**src/rtl/bt_pkg.sv**
```systemverilog
// shared widths and constants for the bridge. CLKS_PER_BIT is a simulation value and FIFO_DEPTH must be a power of two
package bt_pkg;
	localparam int WORD_W = 16;
	localparam int BYTE_W = 8;

	typedef logic [WORD_W-1:0] word_t;
	typedef logic [BYTE_W-1:0] byte_t;
	typedef logic [15:0] status_t; // see link_sequencer for the bit layout
	typedef logic [1:0] sel_t;

	// ########################################
	// UART timing
	localparam int CLKS_PER_BIT = 4;
	localparam int CLK_CNT_W = $clog2(CLKS_PER_BIT + 1);
	localparam logic [CLK_CNT_W-1:0] BIT_LAST = CLK_CNT_W'(CLKS_PER_BIT - 1);
	localparam logic [CLK_CNT_W-1:0] HALF_BIT = CLK_CNT_W'(CLKS_PER_BIT / 2 - 1);
	localparam int FRAME_BITS = 2 * (BYTE_W + 2); // two bytes with start and stop
	localparam int BIT_CNT_W = $clog2(FRAME_BITS);
	localparam logic [BIT_CNT_W-1:0] FRAME_LAST = BIT_CNT_W'(FRAME_BITS - 1);

	// ########################################
	// FIFOs, AT protocol, trigger map
	localparam int FIFO_DEPTH = 16;
	localparam int PTR_W = $clog2(FIFO_DEPTH);
	localparam logic [PTR_W:0] FIFO_FULL = (PTR_W + 1)'(FIFO_DEPTH);
	localparam word_t AT_END = 16'h0D0A; // CR LF

	localparam int TRG_WANT_AT = 1;
	localparam int TRG_USER_READY = 2;
	localparam int TRG_SELECT_LO = 3; // select in bits 4..3
	localparam int TRG_WORD_STROBE = 5;
	localparam int TRG_POP = 6;

	localparam word_t SENSOR_CONST_A = 16'h1234;
	localparam word_t SENSOR_CONST_B = 16'hA5A5;

	typedef enum logic [2:0] {
		IDLE = 3'd0,
		LOAD = 3'd1,
		TRANSMIT = 3'd2,
		RECEIVE = 3'd3,
		COMPLETE = 3'd4
	} seq_state_t;
endpackage

```
**src/rtl/bt_bridge.sv**
```systemverilog
// sensor to HC-05 bridge on a single clock. resetn is a real port and not a trigger bit
module bt_bridge (
	input  logic            clock,
	input  logic            resetn,
	input  logic            bt_state,
	input  logic            rxd,
	input  bt_pkg::word_t   wire_in,
	input  bt_pkg::word_t   trig_in,
	output logic            bt_enable,
	output logic            txd,
	output bt_pkg::status_t status_out,
	output bt_pkg::word_t   response_out
);
	bt_pkg::word_t sensor_word;
	bt_pkg::sel_t sensor_select;
	logic sensor_take;
	bt_pkg::word_t tx_din;
	bt_pkg::word_t tx_head;
	logic tx_push;
	logic tx_take; // pops the head as a word starts
	logic tx_full;
	logic tx_empty;
	logic tx_busy;
	logic send;
	bt_pkg::word_t rx_word;
	logic rx_valid;
	logic rx_push;
	logic resp_pop;
	logic resp_empty;

	test_sensor sensor (.clock(clock), .resetn(resetn), .select(sensor_select),
		.take(sensor_take), .sensor_word(sensor_word));

	word_fifo tx_fifo (.clock(clock), .resetn(resetn), .push(tx_push), .din(tx_din),
		.pop(tx_take), .dout(tx_head), .full(tx_full), .empty(tx_empty));

	word_fifo resp_fifo (.clock(clock), .resetn(resetn), .push(rx_push), .din(rx_word),
		.pop(resp_pop), .dout(response_out), .full(), .empty(resp_empty));

	serial_tx16 tx (.clock(clock), .resetn(resetn), .send(send), .data(tx_head),
		.take(tx_take), .busy(tx_busy), .txd(txd));

	serial_rx16 rx (.clock(clock), .resetn(resetn), .rxd(rxd), .word(rx_word),
		.word_valid(rx_valid));

	link_sequencer seq (.clock(clock), .resetn(resetn), .trig_in(trig_in), .bt_state(bt_state),
		.sensor_word(sensor_word), .wire_in(wire_in), .tx_full(tx_full), .tx_empty(tx_empty),
		.tx_busy(tx_busy), .rx_word(rx_word), .rx_valid(rx_valid), .resp_empty(resp_empty),
		.sensor_take(sensor_take), .sensor_select(sensor_select), .tx_push(tx_push),
		.tx_din(tx_din), .send(send), .rx_push(rx_push), .resp_pop(resp_pop),
		.bt_enable(bt_enable), .status_out(status_out));
endmodule

```
**src/rtl/link_sequencer.sv**
```systemverilog
// trigger decode and mode FSM. the host must hold user_ready and want_at steady during a run
module link_sequencer (
	input  logic            clock,
	input  logic            resetn,
	input  bt_pkg::word_t   trig_in,
	input  logic            bt_state,
	input  bt_pkg::word_t   sensor_word,
	input  bt_pkg::word_t   wire_in,
	input  logic            tx_full,
	input  logic            tx_empty,
	input  logic            tx_busy,
	input  bt_pkg::word_t   rx_word,
	input  logic            rx_valid,
	input  logic            resp_empty,
	output logic            sensor_take,
	output bt_pkg::sel_t    sensor_select,
	output logic            tx_push,
	output bt_pkg::word_t   tx_din,
	output logic            send,
	output logic            rx_push,
	output logic            resp_pop,
	output logic            bt_enable,
	output bt_pkg::status_t status_out
);
	bt_pkg::seq_state_t state;
	bt_pkg::seq_state_t state_next;
	logic want_at;
	logic user_ready;
	logic word_strobe;
	logic pop_req;
	logic at_mode; // mode taken when leaving IDLE
	logic tx_done;
	logic rx_done;
	logic load_done;
	logic tx_finished;
	logic rx_end;

	// trigger decode
	assign want_at = trig_in[bt_pkg::TRG_WANT_AT];
	assign user_ready = trig_in[bt_pkg::TRG_USER_READY];
	assign word_strobe = trig_in[bt_pkg::TRG_WORD_STROBE];
	assign pop_req = trig_in[bt_pkg::TRG_POP];
	assign sensor_select = trig_in[bt_pkg::TRG_SELECT_LO +: 2];
	assign bt_enable = want_at;

	assign tx_din = at_mode ? wire_in : sensor_word;
	assign tx_push = (state == bt_pkg::LOAD) && (at_mode ? word_strobe : !tx_full);
	assign sensor_take = tx_push && !at_mode;
	assign send = (state == bt_pkg::TRANSMIT) && !tx_empty;
	assign rx_push = (state == bt_pkg::RECEIVE) && rx_valid; // dropped by the FIFO when full
	assign resp_pop = pop_req && !resp_empty;

	assign load_done = at_mode ? (word_strobe && wire_in == bt_pkg::AT_END) : tx_full;
	assign tx_finished = tx_empty && !tx_busy;
	assign rx_end = rx_valid && (rx_word == bt_pkg::AT_END);

	assign status_out = {9'b0, resp_empty, state, rx_done, tx_done, bt_state};

	always_comb
	begin
		state_next = state;
		case (state)
			bt_pkg::IDLE:
				if (user_ready)
					state_next = bt_pkg::LOAD;
			bt_pkg::LOAD:
				if (load_done)
					state_next = bt_pkg::TRANSMIT;
			bt_pkg::TRANSMIT:
				if (tx_finished)
					state_next = at_mode ? bt_pkg::RECEIVE : bt_pkg::COMPLETE;
			bt_pkg::RECEIVE:
				if (rx_end)
					state_next = bt_pkg::COMPLETE;
			bt_pkg::COMPLETE:
				if (!user_ready)
					state_next = bt_pkg::IDLE;
			default:
				state_next = bt_pkg::IDLE;
		endcase
	end

	always_ff @(posedge clock or negedge resetn)
	begin
		if (!resetn)
		begin
			state <= bt_pkg::IDLE;
			at_mode <= 1'b0;
			tx_done <= 1'b0;
			rx_done <= 1'b0;
		end
		else
		begin
			state <= state_next;
			if (state == bt_pkg::IDLE)
			begin
				at_mode <= want_at;
				tx_done <= 1'b0; // sticky flags clear only here
				rx_done <= 1'b0;
			end
			if (state == bt_pkg::TRANSMIT && tx_finished)
				tx_done <= 1'b1;
			if (state == bt_pkg::RECEIVE && rx_end)
				rx_done <= 1'b1;
		end
	end

	// host levels stay put from LOAD until the reply is in
	a_run_steady: assert property (@(posedge clock) disable iff (!resetn)
		(state == bt_pkg::LOAD || state == bt_pkg::TRANSMIT || state == bt_pkg::RECEIVE)
		|-> (user_ready && want_at == at_mode))
		else $error("link_sequencer: user_ready or want_at changed during a run");
endmodule

```
**src/rtl/serial_rx16.sv**
```systemverilog
// 8N1 receiver pairing bytes into words low byte first. a bad stop bit discards the pending pair
module serial_rx16 (
	input  logic          clock,
	input  logic          resetn,
	input  logic          rxd,
	output bt_pkg::word_t word,
	output logic          word_valid
);
	typedef enum logic [1:0] {
		RX_IDLE,
		RX_START,
		RX_DATA,
		RX_STOP
	} rx_state_t;

	rx_state_t state;
	logic rxd_meta;
	logic rxd_s;
	logic [bt_pkg::CLK_CNT_W-1:0] clk_cnt;
	logic [2:0] bit_idx;
	bt_pkg::byte_t shift;
	bt_pkg::byte_t low_byte;
	logic have_low; // low byte waiting for its partner
	logic bit_end;
	logic sample_bit;
	logic stop_ok;

	assign bit_end = (clk_cnt == bt_pkg::BIT_LAST);
	assign sample_bit = (state == RX_DATA) && bit_end;
	assign stop_ok = (state == RX_STOP) && bit_end && rxd_s;

	always_ff @(posedge clock or negedge resetn)
	begin
		if (!resetn)
		begin
			rxd_meta <= 1'b1;
			rxd_s <= 1'b1;
		end
		else
		begin
			rxd_meta <= rxd;
			rxd_s <= rxd_meta;
		end
	end

	// ########################################
	// data path
	always_ff @(posedge clock)
	begin
		if (sample_bit)
			shift <= {rxd_s, shift[bt_pkg::BYTE_W-1:1]}; // LSB first
		if (stop_ok && !have_low)
			low_byte <= shift;
		if (stop_ok && have_low)
			word <= {shift, low_byte};
	end

	// ########################################
	// bit timing FSM
	always_ff @(posedge clock or negedge resetn)
	begin
		if (!resetn)
		begin
			state <= RX_IDLE;
			clk_cnt <= '0;
			bit_idx <= '0;
			have_low <= 1'b0;
			word_valid <= 1'b0;
		end
		else
		begin
			word_valid <= 1'b0;
			case (state)
				RX_IDLE:
				begin
					clk_cnt <= '0;
					if (!rxd_s)
						state <= RX_START;
				end
				RX_START:
				begin
					if (clk_cnt == bt_pkg::HALF_BIT)
					begin
						clk_cnt <= '0;
						bit_idx <= '0;
						state <= rxd_s ? RX_IDLE : RX_DATA; // glitch goes back to idle
					end
					else
						clk_cnt <= clk_cnt + 1'b1;
				end
				RX_DATA:
				begin
					if (bit_end)
					begin
						clk_cnt <= '0;
						bit_idx <= bit_idx + 1'b1;
						if (bit_idx == 3'd7)
							state <= RX_STOP;
					end
					else
						clk_cnt <= clk_cnt + 1'b1;
				end
				default:
				begin
					if (bit_end)
					begin
						state <= RX_IDLE;
						have_low <= rxd_s && !have_low;
						word_valid <= rxd_s && have_low;
					end
					else
						clk_cnt <= clk_cnt + 1'b1;
				end
			endcase
		end
	end
endmodule

```
**src/rtl/serial_tx16.sv**
```systemverilog
// 8N1 transmitter for one word as two bytes low byte first. no parity and a fixed bit rate
module serial_tx16 (
	input  logic          clock,
	input  logic          resetn,
	input  logic          send,
	input  bt_pkg::word_t data,
	output logic          take,
	output logic          busy,
	output logic          txd
);
	logic [bt_pkg::FRAME_BITS-1:0] frame; // bit 0 is on the line
	logic [bt_pkg::CLK_CNT_W-1:0] clk_cnt;
	logic [bt_pkg::BIT_CNT_W-1:0] bit_cnt;
	logic active;
	logic bit_end;
	logic frame_end;

	assign bit_end = (clk_cnt == bt_pkg::BIT_LAST);
	assign frame_end = bit_end && (bit_cnt == bt_pkg::FRAME_LAST);

	// next word starts in the last cycle of the high stop bit, no idle gap
	assign take = send && (!active || frame_end);
	assign busy = active;
	assign txd = active ? frame[0] : 1'b1; // line idles high

	always_ff @(posedge clock)
	begin
		if (take)
			frame <= {1'b1, data[15:8], 1'b0, 1'b1, data[7:0], 1'b0};
		else if (active && bit_end)
			frame <= {1'b1, frame[bt_pkg::FRAME_BITS-1:1]};
	end

	always_ff @(posedge clock or negedge resetn)
	begin
		if (!resetn)
		begin
			active <= 1'b0;
			clk_cnt <= '0;
			bit_cnt <= '0;
		end
		else if (take)
		begin
			active <= 1'b1;
			clk_cnt <= '0;
			bit_cnt <= '0;
		end
		else if (active)
		begin
			if (bit_end)
			begin
				clk_cnt <= '0;
				if (frame_end)
					active <= 1'b0;
				else
					bit_cnt <= bit_cnt + 1'b1;
			end
			else
				clk_cnt <= clk_cnt + 1'b1;
		end
	end
endmodule

```
**src/rtl/test_sensor.sv**
```systemverilog
// stand-in for the real sensor with no acquisition timing and a ramp that only moves on take
module test_sensor (
	input  logic          clock,
	input  logic          resetn,
	input  bt_pkg::sel_t  select,
	input  logic          take,
	output bt_pkg::word_t sensor_word
);
	bt_pkg::word_t ramp;

	always_ff @(posedge clock or negedge resetn)
	begin
		if (!resetn)
			ramp <= '0;
		else if (take)
			ramp <= ramp + 1'b1; // next sample after each take
	end

	// pattern mux
	always_comb
	begin
		case (select)
			2'd0: sensor_word = ramp;
			2'd1: sensor_word = bt_pkg::SENSOR_CONST_A;
			2'd2: sensor_word = bt_pkg::SENSOR_CONST_B;
			default: sensor_word = ~ramp; // inverted ramp
		endcase
	end
endmodule

```
**src/rtl/word_fifo.sv**
```systemverilog
// single clock word FIFO that ignores push when full and pop when empty
module word_fifo (
	input  logic          clock,
	input  logic          resetn,
	input  logic          push,
	input  bt_pkg::word_t din,
	input  logic          pop,
	output bt_pkg::word_t dout,
	output logic          full,
	output logic          empty
);
	bt_pkg::word_t mem [bt_pkg::FIFO_DEPTH];
	logic [bt_pkg::PTR_W-1:0] wr_ptr;
	logic [bt_pkg::PTR_W-1:0] rd_ptr;
	logic [bt_pkg::PTR_W:0] count;
	logic [bt_pkg::PTR_W:0] count_next;
	logic do_push;
	logic do_pop;

	assign do_push = push && !full;
	assign do_pop = pop && !empty;
	assign dout = mem[rd_ptr]; // head word

	always_comb
	begin
		count_next = count;
		if (do_push && !do_pop)
			count_next = count + 1'b1;
		else if (do_pop && !do_push)
			count_next = count - 1'b1;
	end

	always_ff @(posedge clock)
	begin
		if (do_push)
			mem[wr_ptr] <= din;
	end

	always_ff @(posedge clock or negedge resetn)
	begin
		if (!resetn)
		begin
			wr_ptr <= '0;
			rd_ptr <= '0;
			count <= '0;
			full <= 1'b0;
			empty <= 1'b1;
		end
		else
		begin
			if (do_push)
				wr_ptr <= wr_ptr + 1'b1; // wraps at depth
			if (do_pop)
				rd_ptr <= rd_ptr + 1'b1;
			count <= count_next;
			full <= (count_next == bt_pkg::FIFO_FULL);
			empty <= (count_next == '0);
		end
	end

	// producer and consumer must respect the flags
	a_no_overflow: assert property (@(posedge clock) disable iff (!resetn) !(push && full))
		else $error("word_fifo: push while full, word dropped");
	a_no_underflow: assert property (@(posedge clock) disable iff (!resetn) !(pop && empty))
		else $error("word_fifo: pop while empty");
endmodule

```
**config.mk**
```make
export PLATFORM = sky130hd
export DESIGN_NAME = bt_bridge
export DESIGN_NICKNAME = d
export VERILOG_FILES = /design/src/rtl/bt_pkg.sv /design/src/rtl/bt_bridge.sv /design/src/rtl/link_sequencer.sv /design/src/rtl/serial_rx16.sv /design/src/rtl/serial_tx16.sv /design/src/rtl/test_sensor.sv /design/src/rtl/word_fifo.sv
export SDC_FILE = /design/constraint.sdc
export NUM_CORES = 1
export LEC_CHECK = 0
export BUFFER_PORTS_ARGS = -buffer_cell sky130_fd_sc_hd__buf_2
export CAP_MARGIN = 20
export CORE_ASPECT_RATIO = 0.9
export CORE_MARGIN = 2
export CORE_UTILIZATION = 40
export DETAILED_ROUTE_END_ITERATION = 16
export PLACE_DENSITY_LB_ADDON = 0.25
export SETUP_SLACK_MARGIN = 0.5
export SYNTH_ARGS = -nofsm -noshare
export SYNTH_HDL_FRONTEND = slang
export SYNTH_SLANG_ARGS = --single-unit
```
**constraint.sdc**
```tcl
create_clock -name clock -period 8.2 [get_ports clock]
set_input_delay 0 -clock clock [delete_from_list [all_inputs] [get_ports clock]]
set_output_delay 0 -clock clock [all_outputs]
set_load 0.01 [all_outputs]
```
==> impl_metrics.tcl, run 1 <==
set metrics [dict create \
    status "completed" \
    grt_max_degree 68 \
    die_w_um 270 \
    first_global_vias 13073 \
    core_region_area_sq_um 62900 \
    num_vias 12632 \
    synth_compound_area_share_pct 2.46 \
    p_int_mw 6.66 \
    whs_path_depth 0 \
    place_hpwl_um 31500 \
    wl_per_cell_um 23.2 \
    row_count 87 \
    p_per_area_nw_per_um2 317 \
    fin_nets 1527 \
    clock_latency_ns 0.60 \
    fill_cells 5368 \
    post-cts-setup-buffer-count 0 \
    combPwrFrac_pct 23.7 \
    cp_max_fo 37 \
    ir_worst_vdd_mv 0.160 \
    crit_required_ns 8.20 \
    fp.dieH_um 244 \
    power_leakage_nw 9.75 \
    critical_path.cell_chain "buf_4 -> mux4_2 -> mux4_2 -> buf_2" \
    synth_cells 1335 \
    met3_length_um 2730 \
    synth_seq_area_share_pct 73.2 \
    cts_tree "built" \
    fin_cells 2356 \
    place_area_sq_um 27000 \
    placed_cells 2218 \
    fin_setup_tns_ns 0 \
    yosysUniqueCellTypes 66 \
    top_layer "met4" \
    clockBufferDepth 3 \
    most-common-layout-cells "edfxtp_1 (560), mux4_2 (160), nand2_1 (103)" \
    max_freq_mhz 284 \
    drive_above_1_share_pct 26.1 \
    synth_xor_area_share_pct 1.30 \
    grt_usage_pct 16.9 \
    final_area_sq_um 29300 \
    synth.cell_area_sq_um 25600 \
    m1WireLength_um 26000 \
    power_mw 9.28 \
    clkPwrFrac_pct 31.1 \
    cts_resized 0 \
    path_common_cell "mux4_2" \
    cts.sinks 636 \
    antenna_found_initial 0 \
    grt_pass1_wl_um 82500 \
    switching_power_mw 2.63 \
    period_share_pct 43.0 \
    cts.clk_slew.worst_paths_ns 0.06 \
    yosysWarnings 0 \
    start_util_pct 40.6 \
    synthArstFlopShare_pct 11.5 \
    synth_ff_type "edfxtp_1" \
    htree_levels 3 \
    viasPerCell 5.36 \
    synthAdderAreaFrac_pct 1.42 \
    first_pass_iters 5 \
    seq_power_share_pct 45.2 \
    ctsHoldBuffers 16 \
    yosys.area_share.simple_pct 5.22 \
    die-area_sq_um 65900 \
    worstSetupPathType "reg -> out" \
    io_pins 70 \
    clock_skew_ns 0.0294 \
    syn_avg_cell_area_sq_um 19.1 \
    hold_violations 0 \
    setup_slack_ns 4.67 \
    gp_congestion 0.774 \
    num_antenna_cells 0 \
    synth-seq-cells 636 \
    place_ws_ns 4.93 \
    dr.first_iter.drc_count 1208 \
    final_max_slew_viol_count 0 \
    final_util_pct 46.6 \
    hold_path_class "in -> out" \
    final_common_cell "edfxtp_1" \
    slowest_delay_ns 0.84 \
    setup_viol 0 \
    cts_buffers 67 \
    switching_share_pct 28.3 \
    muxShareOfSynthArea_pct 14.5 \
    slowest_stage "dfrtp_4" \
    port_buffers 48 \
    root_buffer "clkbuf_16" \
    post-route-min-period_ns 3.53 \
    r2r_cells 5 \
    cap_violations 0 \
    cp_data_arrival_time_ns 3.53 \
    routed_wirelength_um 54800 \
    route.detailed.drc 0 \
    antenna_left 0 \
    start_kind "flip-flop" \
    endpoint_kind "primary output" \
    grt-ovfl-total 0 \
    rsz0062_at_grt "no" \
    synth_top_family_by_area "multiplexers" \
    synth_edf_count 560 \
    tightest_slew_ns 1.08 \
    hold_ws_ns 0.0000219 \
    area_growth_syn_to_layout_pct 14.6 \
    wl_met2_um 24900 \
    max-slew-margin-rel_pct 28.3 \
]
-- cell families (layout without fill, tap and decap cells) --
family	after synthesis	after routing
adders and majority gates	29	29
muxes	170	170
other	1	9
AOI/OAI and AO/OA	103	103
and+or+nand+nor	259	259
buffers and inverters	99	267
DFF	636	636
xor gates and xnor gates	38	38
-- critical path: cells and delay by family (launching register included) --
| family | cells | cell delay, ns |
|---|---|---|
| muxes | 2 | 1.13 |
| buffers and inverters | 2 | 0.89 |
| DFF | 1 | 0.84 |
-- state kept, by name, summed over array words and instances (netlist names), 4 cells and up --
signal,flops
resp_fifo.count,5
resp_fifo.wr_ptr,4
tx.frame,19
rx.shift,8
tx.bit_cnt,5
tx_fifo.rd_ptr,4
tx_fifo.mem,256
rx.low_byte,8
resp_fifo.mem,256
rx.word,16
resp_fifo.rd_ptr,4
tx_fifo.count,5
tx_fifo.wr_ptr,4
sensor.ramp,16
-- cell type report --
class / instances / area [sq um] / area share (%)
timing repair buffer: 125 / 898 / 3.07
inverter: 24 / 90.1 / 0.308
clock buffer: 90 / 1790 / 6.12
sequential: 636 / 18700 / 63.9
clock inverter: 28 / 279 / 0.953
tap: 845 / 1060 / 3.61
multi-input combinational: 608 / 6450 / 22.0
-- cell usage after synthesis (all sizes together) (2+ instances only) --
cell    instances  share of area [%]
nand3          17               0.33
clkbuf         26               0.38
o211ai          5               0.15
dfxtp           3               0.23
xnor2          24               0.82
edfxtp        560                 66
a21o            5               0.15
o21ai          53                1.0
nand2b         10               0.24
a211oi          3              0.088
and4            4               0.14
inv            24               0.35
dfstp           4               0.41
buf            49                1.2
nor2           38               0.57
dfrtp          69                6.8
nor2b          11               0.27
o221ai          2              0.069
nor4            5               0.12
ha             29                1.4
nand3b          3               0.14
nand2         103                1.5
nand4          10               0.24
o31ai           3              0.088
or2             2              0.049
nor3b           4               0.14
a21oi          12               0.23
mux2i           9               0.35
and2           16               0.39
mux4          160                 14
xor2           14               0.48
o22ai           4              0.098
nor3            8               0.18
and3           13               0.32
nor4bb          3               0.12
nor4b           7               0.29
a31oi           3              0.073
a32o            2              0.078
-- final timing paths --
check	start	endpoint	slack [ns]
min in group asynchronous	resetn	seq.rx_done$_DFFE_PN0P_	0.16
max reg2reg	tx_fifo.rd_ptr[0]$_DFFE_PN0P_	tx.frame[15]$_DFFE_PP_	5.02
min	bt_state	status_out[0]	0.00002
max in group asynchronous	resetn	resp_fifo.rd_ptr[0]$_DFFE_PN0P_	7.33
min reg2reg	rx.rxd_meta$_DFF_PN1_	rx.rxd_s$_DFF_PN1_	0.35
max	resp_fifo.rd_ptr[0]$_DFFE_PN0P_	response_out[15]	4.67
-- power groups by stage --
| stage | logic [mW] | clock network [mW] | registers [mW] |
|---|---|---|---|
| floorplan | 1.71 | 0 | 4.09 |
| global placement | 2.15 | 0 | 4.27 |
| detailed placement | 2.21 | 0 | 4.27 |
| CTS | 2.22 | 2.96 | 4.21 |
| global route | 2.40 | 3.08 | 4.24 |
| finish | 2.20 | 2.89 | 4.19 |
-- metal layers --
layer,global-route usage (%),up-vias
li1,-,5581
met1,25.5,6678
met2,25.6,303
met3,2.80,70
met4,4.73,0
met5,0,-
Note: power is estimated with default switching activity, not from simulation.
==> run 2: changes to the inputs <==
Clock period 8.2 ns to 3.5 ns, I/O delays scaled along.
==> run 2 against run 1 <==
Compared with the run above:
- highest routed layer unchanged
- die area did not move
- register-to-register slack lost 4.1 ns
- clock power grew 150%
- cell count grew 0.72%
- worst hold slack is the same
- clock skew decreased by 0.0070 ns
==> impl_metrics.tcl, run 2 (synthesis results as in run 1) <==
set metrics [dict create \
    status "completed" \
    grt_pass1_wl_um 82900 \
    fin_nets 1540 \
    cts.sinks 636 \
    place_ws_ns 0.923 \
    wl_per_cell_um 23.2 \
    post-cts-setup-buffer-count 0 \
    cp_max_fo 20 \
    rr_startpoint "tx_fifo.rd_ptr[0]$_DFFE_PN0P_" \
    row_count 87 \
    rsz0062_at_grt "no" \
    r2r_setup_slack_ns 0.95 \
    path_buf_inv 2 \
    largestRegisters "resp_fifo.mem (256), tx_fifo.mem (256), tx.frame (19)" \
    slowest_stage "dfrtp_4" \
    grt_usage_pct 16.9 \
    first_pass_iters 5 \
    max-slew-margin-rel_pct 38.4 \
    die-area_sq_um 65900 \
    route.detailed.drc 0 \
    period_share_pct 81.9 \
    clockBufferDepth 3 \
    min_from "bt_state" \
    tightest_slew_ns 0.911 \
    htree_levels 3 \
    cp_data_arrival_time_ns 2.87 \
    seqCellArea_sq_um 18700 \
    grt-ovfl-total 0 \
    num_vias 12719 \
    reg2reg_to "tx.frame[5]$_DFFE_PP_" \
    final_max_slew_viol_count 0 \
    gp_congestion 0.777 \
    endpoint_kind "primary output" \
    fill_cells 5339 \
    root_buffer "clkbuf_16" \
    fin_setup_tns_ns 0 \
    whs_path_depth 0 \
    final_area_sq_um 29600 \
    place_area_sq_um 27200 \
    cts_buffers 68 \
    setup_slack_ns 0.633 \
    dr.first_iter.drc_count 1150 \
    ctsHoldBuffers 16 \
    max_freq_mhz 349 \
    start_kind "flip-flop" \
    viasPerCell 5.36 \
    drive_above_1_share_pct 26.9 \
    crit_required_ns 3.50 \
    p_per_area_nw_per_um2 754 \
    antenna_left 0 \
    fp.dieH_um 244 \
    cts.clk_slew.worst_paths_ns 0.06 \
    port_buffers 48 \
    ir_worst_vdd_mv 0.340 \
    area_growth_syn_to_layout_pct 15.8 \
    power_leakage_nw 9.91 \
    io_pins 70 \
    cts_tree "built" \
    routed_wirelength_um 55000 \
    place_hpwl_um 32000 \
    crit_family "multiplexers" \
    first_global_vias 13098 \
    hold_path_class "in -> out" \
    cts_resized 0 \
    final_common_cell "edfxtp_1" \
    antenna_found_initial 0 \
    hold_ws_ns 0.0000219 \
    core_region_area_sq_um 62900 \
    slowest_delay_ns 0.70 \
    grt_max_degree 74 \
    clock_latency_ns 0.60 \
    die_w_um 270 \
    multi_input_area_sq_um 6450 \
    holdPathEnd "status_out[0]" \
    post-route-min-period_ns 2.87 \
    path_common_cell "mux4_2" \
    cap_violations 0 \
    setup_viol 0 \
    worstSetupPathType "reg -> out" \
    clock_skew_ns 0.0224 \
    r2r_cells 5 \
    start_util_pct 40.6 \
    hold_violations 0 \
    critical_path.cell_chain "buf_4 -> mux4_2 -> mux4_2 -> buf_2" \
    most-common-layout-cells "edfxtp_1 (560), mux4_2 (160), nand2_1 (103)" \
]
==> run 2: cell count changes in the layout (fill, tap and decap cells not counted), sizes merged <==
cell,change
buf,+11
bufinv,+4
clkinv,+4
inv,+1
clkbuf,-5
diode,+1
dlygate4sd3,+1
==> run 2: final cells by class <==
class / count / area share (%)
well taps: 845 / 3.57
diodes: 1 / 0.00845
inverters: 24 / 0.304
clock buffers: 85 / 6.11
repair buffers: 137 / 3.61
multi-input cells: 608 / 21.8
flip-flops and latches: 636 / 63.2
clock inverters: 37 / 1.40
==> run 2: per-layer routing <==
metal / up-vias / part of all wire (%) / global-route usage (%)
li1: 5600 / - / -
met1: 6722 / 47 / 25.3
met2: 322 / 46 / 25.7
met3: 75 / 5.5 / 3.22
met4: 0 / 1.8 / 4.18
met5: - / 0 / 0
==> run 2: how the worst max path moves through the flow <==
| stage | start | to | cells after the start |
|---|---|---|---|
| after global placement | tx_fifo.rd_ptr[0]$_DFFE_PN0P_ | tx.frame[3]$_DFFE_PP_ | 5 |
| after detailed placement | tx_fifo.rd_ptr[0]$_DFFE_PN0P_ | tx.frame[4]$_DFFE_PP_ | 5 |
| after global routing | resp_fifo.rd_ptr[0]$_DFFE_PN0P_ | response_out[13] | 4 |
| after CTS | resp_fifo.rd_ptr[0]$_DFFE_PN0P_ | response_out[13] | 4 |
| final | resp_fifo.rd_ptr[0]$_DFFE_PN0P_ | response_out[13] | 4 |
| after floorplan | seq.state[2]$_DFFE_PN0P_ | resp_fifo.mem[3][0]$_DFFE_PP_ | 6 |
==> run 2: stage by stage <==
| stage | cells | util (%) | power [mW] |
|---|---|---|---|
| after floorplan | 1343 | - | 13.6 |
| after global placement | 2230 | 43.2 | 15.2 |
| after detailed placement | 2230 | 43.2 | 15.3 |
| after CTS | 2368 | 46.9 | 22.6 |
| after global routing | 2372 | 47.1 | 23.4 |
| final | 2373 | 47.1 | 22.3 |
==> run 2: where the power goes <==
| group | internal, mW | switching, mW |
|---|---|---|
| Sequential | 9.18 | 0.607 |
| Clock | 4.28 | 2.90 |
| Combinational | 2.62 | 2.75 |
| Total | 16.1 | 6.27 |
